<file path="src/hdl/pt_walk_pkg.sv">
// Shared types for a four-level walk of 4 KB pages with 64-bit entries and 48-bit VA and PA
package pt_walk_pkg;

    // ==================================================
    // Table geometry
    // ==================================================

    // One 9-bit index per level, 512 entries per 4 KB page
    localparam int PT_IDX_BITS      = 9;
    localparam int PT_LEVELS        = 4;
    localparam int PAGE_OFFSET_BITS = 12;

    localparam int VA_BITS = 48;
    localparam int PA_BITS = 48;

    // Width of one table entry
    localparam int PTE_BITS = 64;

    // VA page number as a vector of indices
    // Element [PT_LEVELS-1] sits in the high bits and is the level 0 index
    typedef logic [PT_LEVELS-1:0][PT_IDX_BITS-1:0] va_page_t;

    // Physical page number
    typedef logic [PA_BITS-PAGE_OFFSET_BITS-1:0] pa_page_t;

    // Level currently being read, 0 is the root
    typedef logic [$clog2(PT_LEVELS)-1:0] walk_depth_t;

    // ==================================================
    // Entry layout
    // ==================================================

    // Terminal flag, set on the entry holding the translation
    localparam int PTE_TERMINAL_BIT = 0;
    // Error flag, an all-ones entry (unwritten) also has it set
    localparam int PTE_ERROR_BIT    = 3;
    // Low bit of the next page number inside the entry
    localparam int PTE_PAGE_LSB     = 12;

    typedef struct packed
    {
        logic error;
        logic terminal;
    } pte_status_t;

    // Decoded entry
    typedef struct packed
    {
        pte_status_t status;
        pa_page_t    next_page;
    } pte_t;

    // ==================================================
    // Control and port types
    // ==================================================

    // Walk FSM states
    typedef enum logic [2:0]
    {
        IDLE,
        READ_REQ,
        WAIT_RSP,
        EVAL,
        DONE,
        ERROR
    } walk_state_e;

    // Translation request, page granular
    typedef struct packed
    {
        va_page_t va_page;
    } walk_req_t;

    // Completed translation
    // big_page marks a 2 MB mapping found at level 2
    typedef struct packed
    {
        va_page_t va_page;
        pa_page_t pa_page;
        logic     big_page;
    } fill_t;

endpackage

</file>
<file path="src/hdl/pt_walk_ctrl.sv">
// Walk FSM that handles one request at a time and expects one read in flight at most
module pt_walk_ctrl
(
    input  logic              clk,
    input  logic              reset,

    // Configuration
    input  logic              enable,

    // Request handshake
    input  logic              req_valid,
    output logic              req_ready,

    // Line read handshake
    output logic              rd_valid,
    input  logic              rd_ready,

    // Decoded entry from the response path
    input  logic              pte_valid,
    input  pt_walk_pkg::pte_t pte,
    input  logic              last_level,

    // Result
    output logic              fill_valid,
    input  logic              fill_ready,
    output logic              not_present,

    // Cursor controls
    output logic              cursor_load,
    output logic              cursor_advance,
    output logic              cursor_take_next
);

    pt_walk_pkg::walk_state_e state;

    // Registered idle flag keeps req_ready off the state decode
    logic idle_q;

    logic req_accept;
    logic walk_error;
    logic walk_hit;

    // ==================================================
    // Handshake and decision terms
    // ==================================================

    assign req_ready  = enable && idle_q;
    assign req_accept = req_valid && req_ready;

    // Bad entry, or still pointing down after the last level
    assign walk_error = pte.status.error || (!pte.status.terminal && last_level);
    assign walk_hit   = pte.status.terminal && !pte.status.error;

    // New walk latches VA and root in the cursor
    assign cursor_load = req_accept;

    // Keep the next page on both hit and continue
    // On a hit it becomes the translated page
    assign cursor_take_next = (state == pt_walk_pkg::EVAL) && !walk_error;

    // Descend one level only when the walk continues
    assign cursor_advance = (state == pt_walk_pkg::EVAL) && !walk_error && !walk_hit;

    // ==================================================
    // State machine
    // ==================================================

    always_ff @(posedge clk)
    begin
        if (reset)
        begin
            state       <= pt_walk_pkg::IDLE;
            idle_q      <= 1'b1;
            rd_valid    <= 1'b0;
            fill_valid  <= 1'b0;
            not_present <= 1'b0;
        end
        else
        begin
            case (state)
                pt_walk_pkg::IDLE:
                begin
                    if (req_accept)
                    begin
                        // First read goes out on the next cycle
                        state    <= pt_walk_pkg::READ_REQ;
                        idle_q   <= 1'b0;
                        rd_valid <= 1'b1;
                    end
                end

                pt_walk_pkg::READ_REQ:
                begin
                    // Hold address and valid until the memory takes it
                    if (rd_ready)
                    begin
                        state    <= pt_walk_pkg::WAIT_RSP;
                        rd_valid <= 1'b0;
                    end
                end

                pt_walk_pkg::WAIT_RSP:
                begin
                    // Variable memory delay plus two decode stages
                    if (pte_valid)
                    begin
                        state <= pt_walk_pkg::EVAL;
                    end
                end

                pt_walk_pkg::EVAL:
                begin
                    if (walk_error)
                    begin
                        state       <= pt_walk_pkg::ERROR;
                        not_present <= 1'b1;
                    end
                    else if (walk_hit)
                    begin
                        state      <= pt_walk_pkg::DONE;
                        fill_valid <= 1'b1;
                    end
                    else
                    begin
                        // Next level, cursor already stepping this cycle
                        state    <= pt_walk_pkg::READ_REQ;
                        rd_valid <= 1'b1;
                    end
                end

                pt_walk_pkg::DONE:
                begin
                    // Fill held stable under back-pressure
                    if (fill_ready)
                    begin
                        state      <= pt_walk_pkg::IDLE;
                        idle_q     <= 1'b1;
                        fill_valid <= 1'b0;
                    end
                end

                pt_walk_pkg::ERROR:
                begin
                    // Single-cycle not_present, then ready for the next walk
                    state       <= pt_walk_pkg::IDLE;
                    idle_q      <= 1'b1;
                    not_present <= 1'b0;
                end

                default:
                begin
                    state  <= pt_walk_pkg::IDLE;
                    idle_q <= 1'b1;
                end
            endcase
        end
    end

    // ==================================================
    // Checks
    // ==================================================

    // Read valid belongs to the request state only
    a_rd_valid_in_read_req: assert property (@(posedge clk) disable iff (reset)
        rd_valid |-> (state == pt_walk_pkg::READ_REQ));

    // Error is reported as a pulse
    a_not_present_pulse: assert property (@(posedge clk) disable iff (reset)
        not_present |=> !not_present);

endmodule

</file>
<file path="src/hdl/pt_walk_cursor.sv">
// Walk position for one VA at a time, LINE_WORDS must be a power of two from 4 to 16
module pt_walk_cursor
#(
    parameter int LINE_WORDS = 8
)
(
    input  logic                   clk,
    input  logic                   reset,

    input  pt_walk_pkg::pa_page_t  root_page,
    input  pt_walk_pkg::walk_req_t req,

    input  logic                   cursor_load,
    input  logic                   cursor_advance,
    input  logic                   cursor_take_next,
    input  pt_walk_pkg::pte_t      pte,

    output logic [$bits(pt_walk_pkg::pa_page_t)+pt_walk_pkg::PT_IDX_BITS
                  -$clog2(LINE_WORDS)-1:0] rd_addr,
    output logic [$clog2(LINE_WORDS)-1:0] word_idx,
    output logic                   last_level,
    output pt_walk_pkg::fill_t     fill
);

    // Index split into line within page and word within line
    localparam int WORD_IDX_BITS = $clog2(LINE_WORDS);
    localparam int LINE_IDX_BITS = pt_walk_pkg::PT_IDX_BITS - WORD_IDX_BITS;

    pt_walk_pkg::va_page_t    va_page_q;
    pt_walk_pkg::pa_page_t    cur_page;
    pt_walk_pkg::walk_depth_t depth;

    // Vector element for the current level, level 0 sits in the top element
    pt_walk_pkg::walk_depth_t            level_sel;
    logic [pt_walk_pkg::PT_IDX_BITS-1:0] level_idx;
    logic [LINE_IDX_BITS-1:0]            line_idx;

    // Depth is control state, VA and page are payload
    always_ff @(posedge clk)
    begin
        if (reset)
        begin
            depth <= '0;
        end
        else if (cursor_load)
        begin
            depth <= '0;
        end
        else if (cursor_advance)
        begin
            depth <= depth + pt_walk_pkg::walk_depth_t'(1);
        end

        if (cursor_load)
        begin
            va_page_q <= req.va_page;
            cur_page  <= root_page;
        end
        else if (cursor_take_next)
        begin
            // Table page while walking, translated page once terminal
            cur_page <= pte.next_page;
        end
    end

    assign level_sel = pt_walk_pkg::walk_depth_t'(pt_walk_pkg::PT_LEVELS - 1) - depth;
    assign level_idx = va_page_q[level_sel];
    assign {line_idx, word_idx} = level_idx;

    // Line address of the entry in the current table page
    assign rd_addr = {cur_page, line_idx};

    assign last_level = (depth == pt_walk_pkg::walk_depth_t'(pt_walk_pkg::PT_LEVELS - 1));

    // Terminal at level 2 maps 2 MB, at level 3 maps 4 KB
    assign fill.va_page  = va_page_q;
    assign fill.pa_page  = cur_page;
    assign fill.big_page = (depth == pt_walk_pkg::walk_depth_t'(pt_walk_pkg::PT_LEVELS - 2));

    // FSM must not step below the last level
    a_depth_limit: assert property (@(posedge clk) disable iff (reset)
        cursor_advance |-> !last_level);

endmodule

</file>
<file path="src/hdl/pt_rsp_decode.sv">
// Two-stage response path with no back-pressure, word_idx must hold while a beat is in flight
module pt_rsp_decode
#(
    parameter int LINE_WORDS = 8
)
(
    input  logic                                   clk,
    input  logic                                   reset,

    // Line response from memory
    input  logic                                   rsp_valid,
    input  logic [LINE_WORDS*pt_walk_pkg::PTE_BITS-1:0] rsp_data,

    // Entry position within the line, from the cursor
    input  logic [$clog2(LINE_WORDS)-1:0]          word_idx,

    // Decoded entry
    output logic                                   pte_valid,
    output pt_walk_pkg::pte_t                      pte
);

    // ==================================================
    // Stage 1, register the raw line
    // ==================================================

    // Line viewed as an array of entries
    logic [LINE_WORDS-1:0][pt_walk_pkg::PTE_BITS-1:0] line_q;
    logic                                             line_valid_q;

    always_ff @(posedge clk)
    begin
        if (reset)
        begin
            line_valid_q <= 1'b0;
        end
        else
        begin
            line_valid_q <= rsp_valid;
        end

        // Payload only, qualified by line_valid_q
        line_q <= rsp_data;
    end

    // ==================================================
    // Stage 2, select and decode the entry
    // ==================================================

    logic [pt_walk_pkg::PTE_BITS-1:0] pte_word;
    pt_walk_pkg::pte_t                pte_next;

    assign pte_word = line_q[word_idx];

    always_comb
    begin
        pte_next.status.error    = pte_word[pt_walk_pkg::PTE_ERROR_BIT];
        pte_next.status.terminal = pte_word[pt_walk_pkg::PTE_TERMINAL_BIT];
        // Page number sits just above the 4 KB offset
        pte_next.next_page =
            pte_word[pt_walk_pkg::PTE_PAGE_LSB +: $bits(pt_walk_pkg::pa_page_t)];
    end

    always_ff @(posedge clk)
    begin
        if (reset)
        begin
            pte_valid <= 1'b0;
        end
        else
        begin
            pte_valid <= line_valid_q;
        end

        // Entry held until the next beat so the FSM can evaluate it later
        if (line_valid_q)
        begin
            pte <= pte_next;
        end
    end

    // Word position must not move between response and entry select
    a_word_idx_hold: assert property (@(posedge clk) disable iff (reset)
        line_valid_q |-> $stable(word_idx));

endmodule

</file>
<file path="src/hdl/pt_walker.sv">
// Page walker top, one walk in flight, memory must answer reads in order with no back-pressure
module pt_walker
#(
    parameter int LINE_WORDS = 8
)
(
    input  logic                   clk,
    input  logic                   reset,

    // Configuration, held steady between walks
    input  logic                   enable,
    input  pt_walk_pkg::pa_page_t  root_page,

    // Translation request
    input  logic                   req_valid,
    output logic                   req_ready,
    input  pt_walk_pkg::walk_req_t req,

    // Line read request
    output logic                   rd_valid,
    input  logic                   rd_ready,
    output logic [$bits(pt_walk_pkg::pa_page_t)+pt_walk_pkg::PT_IDX_BITS
                  -$clog2(LINE_WORDS)-1:0] rd_addr,

    // Line read response
    input  logic                   rsp_valid,
    input  logic [LINE_WORDS*pt_walk_pkg::PTE_BITS-1:0] rsp_data,

    // Result
    output logic                   fill_valid,
    input  logic                   fill_ready,
    output pt_walk_pkg::fill_t     fill,
    output logic                   not_present
);

    // FSM to cursor
    logic cursor_load;
    logic cursor_advance;
    logic cursor_take_next;

    // Response path to FSM and cursor
    logic              pte_valid;
    pt_walk_pkg::pte_t pte;

    // Cursor to FSM and response path
    logic                          last_level;
    logic [$clog2(LINE_WORDS)-1:0] word_idx;

    pt_walk_ctrl u_ctrl
    (
        .clk              (clk),
        .reset            (reset),
        .enable           (enable),
        .req_valid        (req_valid),
        .req_ready        (req_ready),
        .rd_valid         (rd_valid),
        .rd_ready         (rd_ready),
        .pte_valid        (pte_valid),
        .pte              (pte),
        .last_level       (last_level),
        .fill_valid       (fill_valid),
        .fill_ready       (fill_ready),
        .not_present      (not_present),
        .cursor_load      (cursor_load),
        .cursor_advance   (cursor_advance),
        .cursor_take_next (cursor_take_next)
    );

    pt_walk_cursor #(.LINE_WORDS(LINE_WORDS)) u_cursor
    (
        .clk              (clk),
        .reset            (reset),
        .root_page        (root_page),
        .req              (req),
        .cursor_load      (cursor_load),
        .cursor_advance   (cursor_advance),
        .cursor_take_next (cursor_take_next),
        .pte              (pte),
        .rd_addr          (rd_addr),
        .word_idx         (word_idx),
        .last_level       (last_level),
        .fill             (fill)
    );

    pt_rsp_decode #(.LINE_WORDS(LINE_WORDS)) u_decode
    (
        .clk       (clk),
        .reset     (reset),
        .rsp_valid (rsp_valid),
        .rsp_data  (rsp_data),
        .word_idx  (word_idx),
        .pte_valid (pte_valid),
        .pte       (pte)
    );

endmodule

</file>
<file path="config.mk">
export PLATFORM = sky130hd
export DESIGN_NAME = pt_walker
export DESIGN_NICKNAME = d
export VERILOG_FILES = /design/src/hdl/pt_walk_pkg.sv /design/src/hdl/pt_walk_ctrl.sv /design/src/hdl/pt_walk_cursor.sv /design/src/hdl/pt_rsp_decode.sv /design/src/hdl/pt_walker.sv
export SDC_FILE = /design/constraint.sdc
export NUM_CORES = 1
export LEC_CHECK = 0
export BUFFER_PORTS_ARGS = -buffer_cell sky130_fd_sc_hd__buf_2
export CORE_AREA = 2 2 274 276
export CTS_CLUSTER_DIAMETER = 150
export CTS_CLUSTER_SIZE = 14
export DETAILED_ROUTE_END_ITERATION = 7
export DIE_AREA = 0 0 276 278
export PLACE_DENSITY = 0.4
export SLEW_MARGIN = 15
export SYNTH_ARGS = -nofsm -noshare
export SYNTH_HDL_FRONTEND = slang
export SYNTH_SLANG_ARGS = --single-unit
</file>
<file path="constraint.sdc">
create_clock -name clk -period 5.5 [get_ports clk]
set_input_delay 0.275 -clock clk [delete_from_list [all_inputs] [get_ports clk]]
set_output_delay 0.275 -clock clk [all_outputs]
set_load 0.01 [all_outputs]
</file>
==> results of run 1 <==
## registers in the layout, indices dropped and copies added, names as in the netlist
| name | cells |
|---|---|
| u_ctrl.idle_q | 1 |
| u_ctrl.rd_valid | 1 |
| u_cursor.fill | 36 |
| u_ctrl.not_present | 1 |
| u_decode.line_valid_q | 1 |
| u_cursor.depth | 2 |
| u_cursor.cur_page | 36 |
| u_ctrl.fill_valid | 1 |
| u_decode.line_q | 304 |
| u_decode.pte_valid | 1 |
| u_ctrl.state | 3 |
| u_decode.pte | 38 |
## final cells by class
class,count,share of cell area
sequential,425,0.445
timing repair buffer,891,0.296
multi-input combinational,393,0.155
tap,969,0.0561
clock buffer,56,0.0461
clock inverter,3,0.00133
inverter,3,0.000579
antenna,3,0.000347
## path summary, 6_finish.rpt
check | start | end | depth (start not counted)
worst min-delay path | reset | u_decode.line_valid_q$_SDFF_PP0_ | 2
worst min register to register | u_ctrl.rd_valid$_SDFFE_PP0P_ | u_ctrl.rd_valid$_SDFFE_PP0P_ | 2
worst max-delay path | u_cursor.depth[0]$_SDFFE_PP0P_ | u_decode.pte[2]$_DFFE_PP_ | 6
worst max register to register | u_cursor.depth[0]$_SDFFE_PP0P_ | u_decode.pte[2]$_DFFE_PP_ | 6
## routing by layer
| metal | up-vias | global-route usage | routed length, um | share of wire |
|---|---|---|---|---|
| li1 | 4891 | - | - | - |
| met1 | 4764 | 0.151 | 20900 | 0.44 |
| met2 | 271 | 0.204 | 23000 | 0.49 |
| met3 | 57 | 0.0232 | 2240 | 0.047 |
| met4 | 6 | 0.0356 | 964 | 0.020 |
| met5 | - | 0 | 34 | 0.00072 |
## metrics by stage
step	setup WS, ns	cell area, sq um
floorplan	1.60	13600
global placement	2.28	16800
detailed placement	2.27	16800
CTS	2.27	21600
global route	2.18	21600
finish	2.31	21600
## cell families (layout without fill, tap and decap cells)
logic type	after synthesis	in the layout	synth area share
XOR/XNOR	1	1	0.000645
buffers and inverters	86	953	0.0487
adder cells (fa/ha/maj)	2	2	0.00184
multiplexers	162	162	0.135
AO/OA/AOI/OAI	93	93	0.0649
other	0	3	0
AND/OR/NAND/NOR	135	135	0.0417
flip-flops	425	425	0.708
## where the power goes
group	leakage, nW	switching, W	internal (W)
clock	0.494	0.00119	0.00125
sequential	3.68	0.0000598	0.00339
combinational	5.04	0.000310	0.000423
total	9.22	0.00156	0.00507
## synth_stat cells, types with 3 or more instances
library cell,n,share of area
a21oi_1,4,0.0015
mux2_2,76,0.063
a221oi_2,30,0.033
mux2i_1,77,0.057
nor3_1,3,0.0011
clkbuf_1,10,0.0028
edfxtp_1,110,0.24
nand2_1,109,0.030
o22ai_1,38,0.018
buf_6,16,0.013
dfxtp_1,315,0.46
a221oi_1,8,0.0052
nor2b_1,7,0.0032
inv_1,3,0.00083
buf_2,8,0.0029
mux4_2,9,0.015
buf_4,43,0.024
nor2_1,6,0.0017
## repair_timing
action                                  CTS  global route
hold buffers                            377             0
setup buffers                             0             0
endpoints found under the setup margin    0             0
hold endpoints to repair                378             0
==> results_dict.tcl, run 1 <==
set metrics [dict create \
    ir_drop_mv 0.227 \
    setup_tns_ns 0 \
    seq_area_sq_um 9610 \
    overflow 0 \
    utilization 0.293 \
    layout.nets 2343 \
    wire_per_inst_um 17.2 \
    ys_async_sr_fraction 0 \
    io_buffers 501 \
    dr.pass1.iters 6 \
    synthCells 904 \
    rsz0062_at_grt "false" \
    cp_top_family "multiplexers" \
    synth_edf_count 110 \
    dp.cells 2304 \
    drc_errors 19 \
    clkSinkCount 425 \
    ant_nets 0 \
    place.gp.congestion 0.771 \
    syn_avg_cell_area_sq_um 15.0 \
    vias 9989 \
    num_rows 100 \
    tightest_slew_ns 1.03 \
    max_freq_ghz 0.314 \
    dp_hpwl_um 32600 \
    vias_per_cell 3.64 \
    synth_seq_cells 425 \
    cts.path.max_buffers 3 \
    synthToLayoutAreaGrowth_pct 59.2 \
    initial_core_util 0.184 \
    drive_above_1_share 0.382 \
    fp.coreArea_sq_um 73800 \
    cp_max_fo 53 \
    hold_ws_ns 0.0507 \
    period_needed_ns 3.19 \
    grt_pass1_vias 11009 \
    syn_nets 1497 \
    cp-end-kind "register" \
    cts.clk_slew.worst_paths_ns 0.08 \
    ios 710 \
    grt_pass1_wl_um 69000 \
    critical_path_buf_inv_count 2 \
    ys_seq_area_frac 0.708 \
    instances_no_fill 2743 \
    slew-limit-headroom 0.310 \
    hold_viol 0 \
    cp.arrival_ns 3.45 \
    setup_viol 0 \
    dieArea_sq_um 76700 \
    clk_latency_ns 0.56 \
    p_per_area_nw_per_um2 306 \
    status "finished, violations left" \
    antenna_found_initial 7 \
    yosysWarnings 0 \
    synth-main-ff-cell "dfxtp_1" \
    slew_violations 0 \
    finalPower_w 0.00662 \
    synth_cell_types 41 \
    cts_tree "done" \
    die_x_um 276 \
    rrSetupSlack_ns 2.31 \
    holdCritPathClass "in2reg" \
    critPathLaunchType "register" \
    synth_area_sq_um 13600 \
    n_fill_cell 7574 \
    slowest_stage "mux4_4" \
    drt_iter0_drc 368 \
    required_ns 5.77 \
    final_cell_mix "501 x buf_2, 377 x dlygate4sd3_1, 314 x dfxtp_1" \
    slowest_delay_ns 1.04 \
    final_common_cell "buf_2" \
    cts_buffers 36 \
    maxCapViolations 0 \
    path_cells "buf_4, mux4_4, buf_12, mux2_2, o22ai_1, a221oi_1" \
    dieHeight_um 278 \
    skew_ns 0.0264 \
    cts_resized 0 \
    final.period_utilization 0.579 \
    violations "design-rule violations" \
    wirelength_um 47100 \
    grt.total_usage 0.119 \
    power_leakage_nw 9.22 \
    multiInputGateArea_sq_um 3350 \
    htree_num_levels 2 \
    cts_root_buffer "clkbuf_16" \
    grt_max_degree 56 \
    worstSetupPathType "reg2reg" \
]
Note: power is estimated with default switching activity, not from simulation.
==> run 2, diff against run 1 <==
==> constraint.sdc (replaced) <==
create_clock -name clk -period 3.2 [get_ports clk]
set_input_delay 0.16 -clock clk [delete_from_list [all_inputs] [get_ports clk]]
set_output_delay 0.16 -clock clk [all_outputs]
set_load 0.01 [all_outputs]
==> run 2 against run 1 <==
- the flow still finishes with violations (design-rule violations)
- utilization up 0.19 points
- sequential share of layout area down 0.28 points
- worst setup slack worse by 2.0 ns
- count of clock-buffer cells in the layout up 5
- via count up 0.37%
- die area unchanged
- combinational power up 73%
- critical path type unchanged
==> results_dict.tcl, run 2 (synthesis gave the netlist of run 1 again) <==
set metrics [dict create \
    status "finished, violations left" \
    violations "design-rule violations" \
    path_cells "buf_4, mux4_2, nand2b_4, buf_4, o22ai_1, a221oi_1" \
    setup_tns_ns 0 \
    highest_layer "met5" \
    ant_nets 0 \
    num_rows 100 \
    cp_common_cell "buf_4" \
    cts_tree "done" \
    max_freq_ghz 0.347 \
    final_cell_mix "501 x buf_2, 381 x dlygate4sd3_1, 314 x dfxtp_1" \
    cp-end-kind "register" \
    largest_register "u_decode.line_q" \
    clkSinkCount 425 \
    fp.coreArea_sq_um 73800 \
    multiInputGateArea_sq_um 3350 \
    cp.arrival_ns 3.17 \
    setup_slack_ns 0.321 \
    power_leakage_nw 9.29 \
    grt_pass1_vias 11035 \
    dr.pass1.iters 6 \
    tightest_slew_ns 0.845 \
    period_needed_ns 2.88 \
    critPathLaunchType "register" \
    cts_resized 0 \
    dp_hpwl_um 32600 \
    grt.total_usage 0.118 \
    layout.nets 2354 \
    place.gp.congestion 0.788 \
    ctsHoldBuffers 381 \
    ios 710 \
    cts_buffers 36 \
    p_per_area_nw_per_um2 525 \
    final.period_utilization 0.900 \
    route.met3.wl_um 1820 \
    route.met2.wl_um 23400 \
    pre_cts_ws_ns 0.322 \
    drt_iter0_drc 358 \
    grt_pass1_wl_um 68500 \
    cts.clk_slew.worst_paths_ns 0.07 \
    holdCritPathClass "in2reg" \
    io_buffers 501 \
    required_ns 3.49 \
    setup_viol 0 \
    slowest_delay_ns 0.68 \
    rsz0062_at_grt "false" \
    maxCapViolations 0 \
    top_regs "u_decode.line_q (304), u_decode.pte (38)" \
    met1_length_um 20600 \
    cp_top_family "buffers and inverters" \
    skew_ns 0.0199 \
    htree_num_levels 2 \
    ir_drop_mv 0.396 \
    dieArea_sq_um 76700 \
    hold_ws_ns 0.120 \
    n_fill_cell 7582 \
    slew_violations 0 \
    synthToLayoutAreaGrowth_pct 60.2 \
    slowest_stage "mux4_2" \
    dpl_cell_area_sq_um 16900 \
    largest_reg_flops 304 \
    wirelength_um 46800 \
    die_x_um 276 \
    cts.path.max_buffers 3 \
    initial_core_util 0.184 \
    antenna_found_initial 6 \
    grt_max_degree 88 \
    final_common_cell "buf_2" \
    dieHeight_um 278 \
    final_cell_area_sq_um 21800 \
    drive_above_1_share 0.383 \
    cp_max_fo 21 \
    clk_latency_ns 0.56 \
    utilization 0.295 \
    vias 10026 \
    overflow 0 \
    critical_path_buf_inv_count 2 \
    worstSetupPathType "reg2reg" \
    slew-limit-headroom 0.437 \
    wire_per_inst_um 17.0 \
    cts_root_buffer "clkbuf_16" \
    cts_setup_buffers 0 \
    seq_area_sq_um 9610 \
    vias_per_cell 3.63 \
    hold_viol 0 \
    drc_errors 38 \
]
[run 2: cell types whose count changed in the layout (fill, tap and decap cells not counted)]
cell           previous run  this run
buf_12                    2         4
clkbuf_1                 19        24
buf_4                    11        16
diode_2                   3         4
dlygate4sd3_1           377       381
[run 2: worst reg2reg max path: stages (launching register included)]
cell	delay, ns
dfxtp_1	0.36
buf_4	0.27
mux4_2	0.68
nand2b_4	0.24
buf_4	0.44
o22ai_1	0.19
a221oi_1	0.44
[run 2: final cells by class]
| cell class | instances | share of cell area |
|---|---|---|
| clock inverters | 3 | 0.00132 |
| repair buffers | 902 | 0.300 |
| inverters | 3 | 0.000575 |
| flip-flops and latches | 425 | 0.442 |
| multi-input cells | 393 | 0.154 |
| well taps | 969 | 0.0557 |
| clock buffers | 61 | 0.0467 |
| diodes | 4 | 0.000460 |
[run 2: worst paths after layout]
check / startpoint / endpoint / slack (ns) / depth (start not counted)
min reg2reg: u_ctrl.rd_valid$_SDFFE_PP0P_ / u_ctrl.rd_valid$_SDFFE_PP0P_ / 0.48 / 2
max reg2reg: u_cursor.depth[0]$_SDFFE_PP0P_ / u_decode.pte[37]$_DFFE_PP_ / 0.32 / 6
min: rd_ready / u_ctrl.state[1]$_SDFFE_PP0P_ / 0.12 / 4
max: u_cursor.depth[0]$_SDFFE_PP0P_ / u_decode.pte[37]$_DFFE_PP_ / 0.32 / 6
[run 2: layer usage]
layer	track usage	vias up
met4	0.0357	2
met1	0.150	4777
met2	0.207	267
met3	0.0197	60
met5	0	-
li1	-	4920
[run 2: where the power goes]
group	total [W]	leakage [nW]	switching, W	internal [W]
Combinational	0.00127	5.11	0.000528	0.000740
Clock	0.00422	0.499	0.00204	0.00218
Sequential	0.00593	3.68	0.000106	0.00582
[run 2: metrics by stage]
step	cells	total power [W]
4_1_cts	2756	0.0116
6_report	2760	0.0114
2_1_floorplan	904	0.00650
5_1_grt	2759	0.0119
3_5_place_dp	2311	0.00696
3_3_place_gp	2311	0.00696
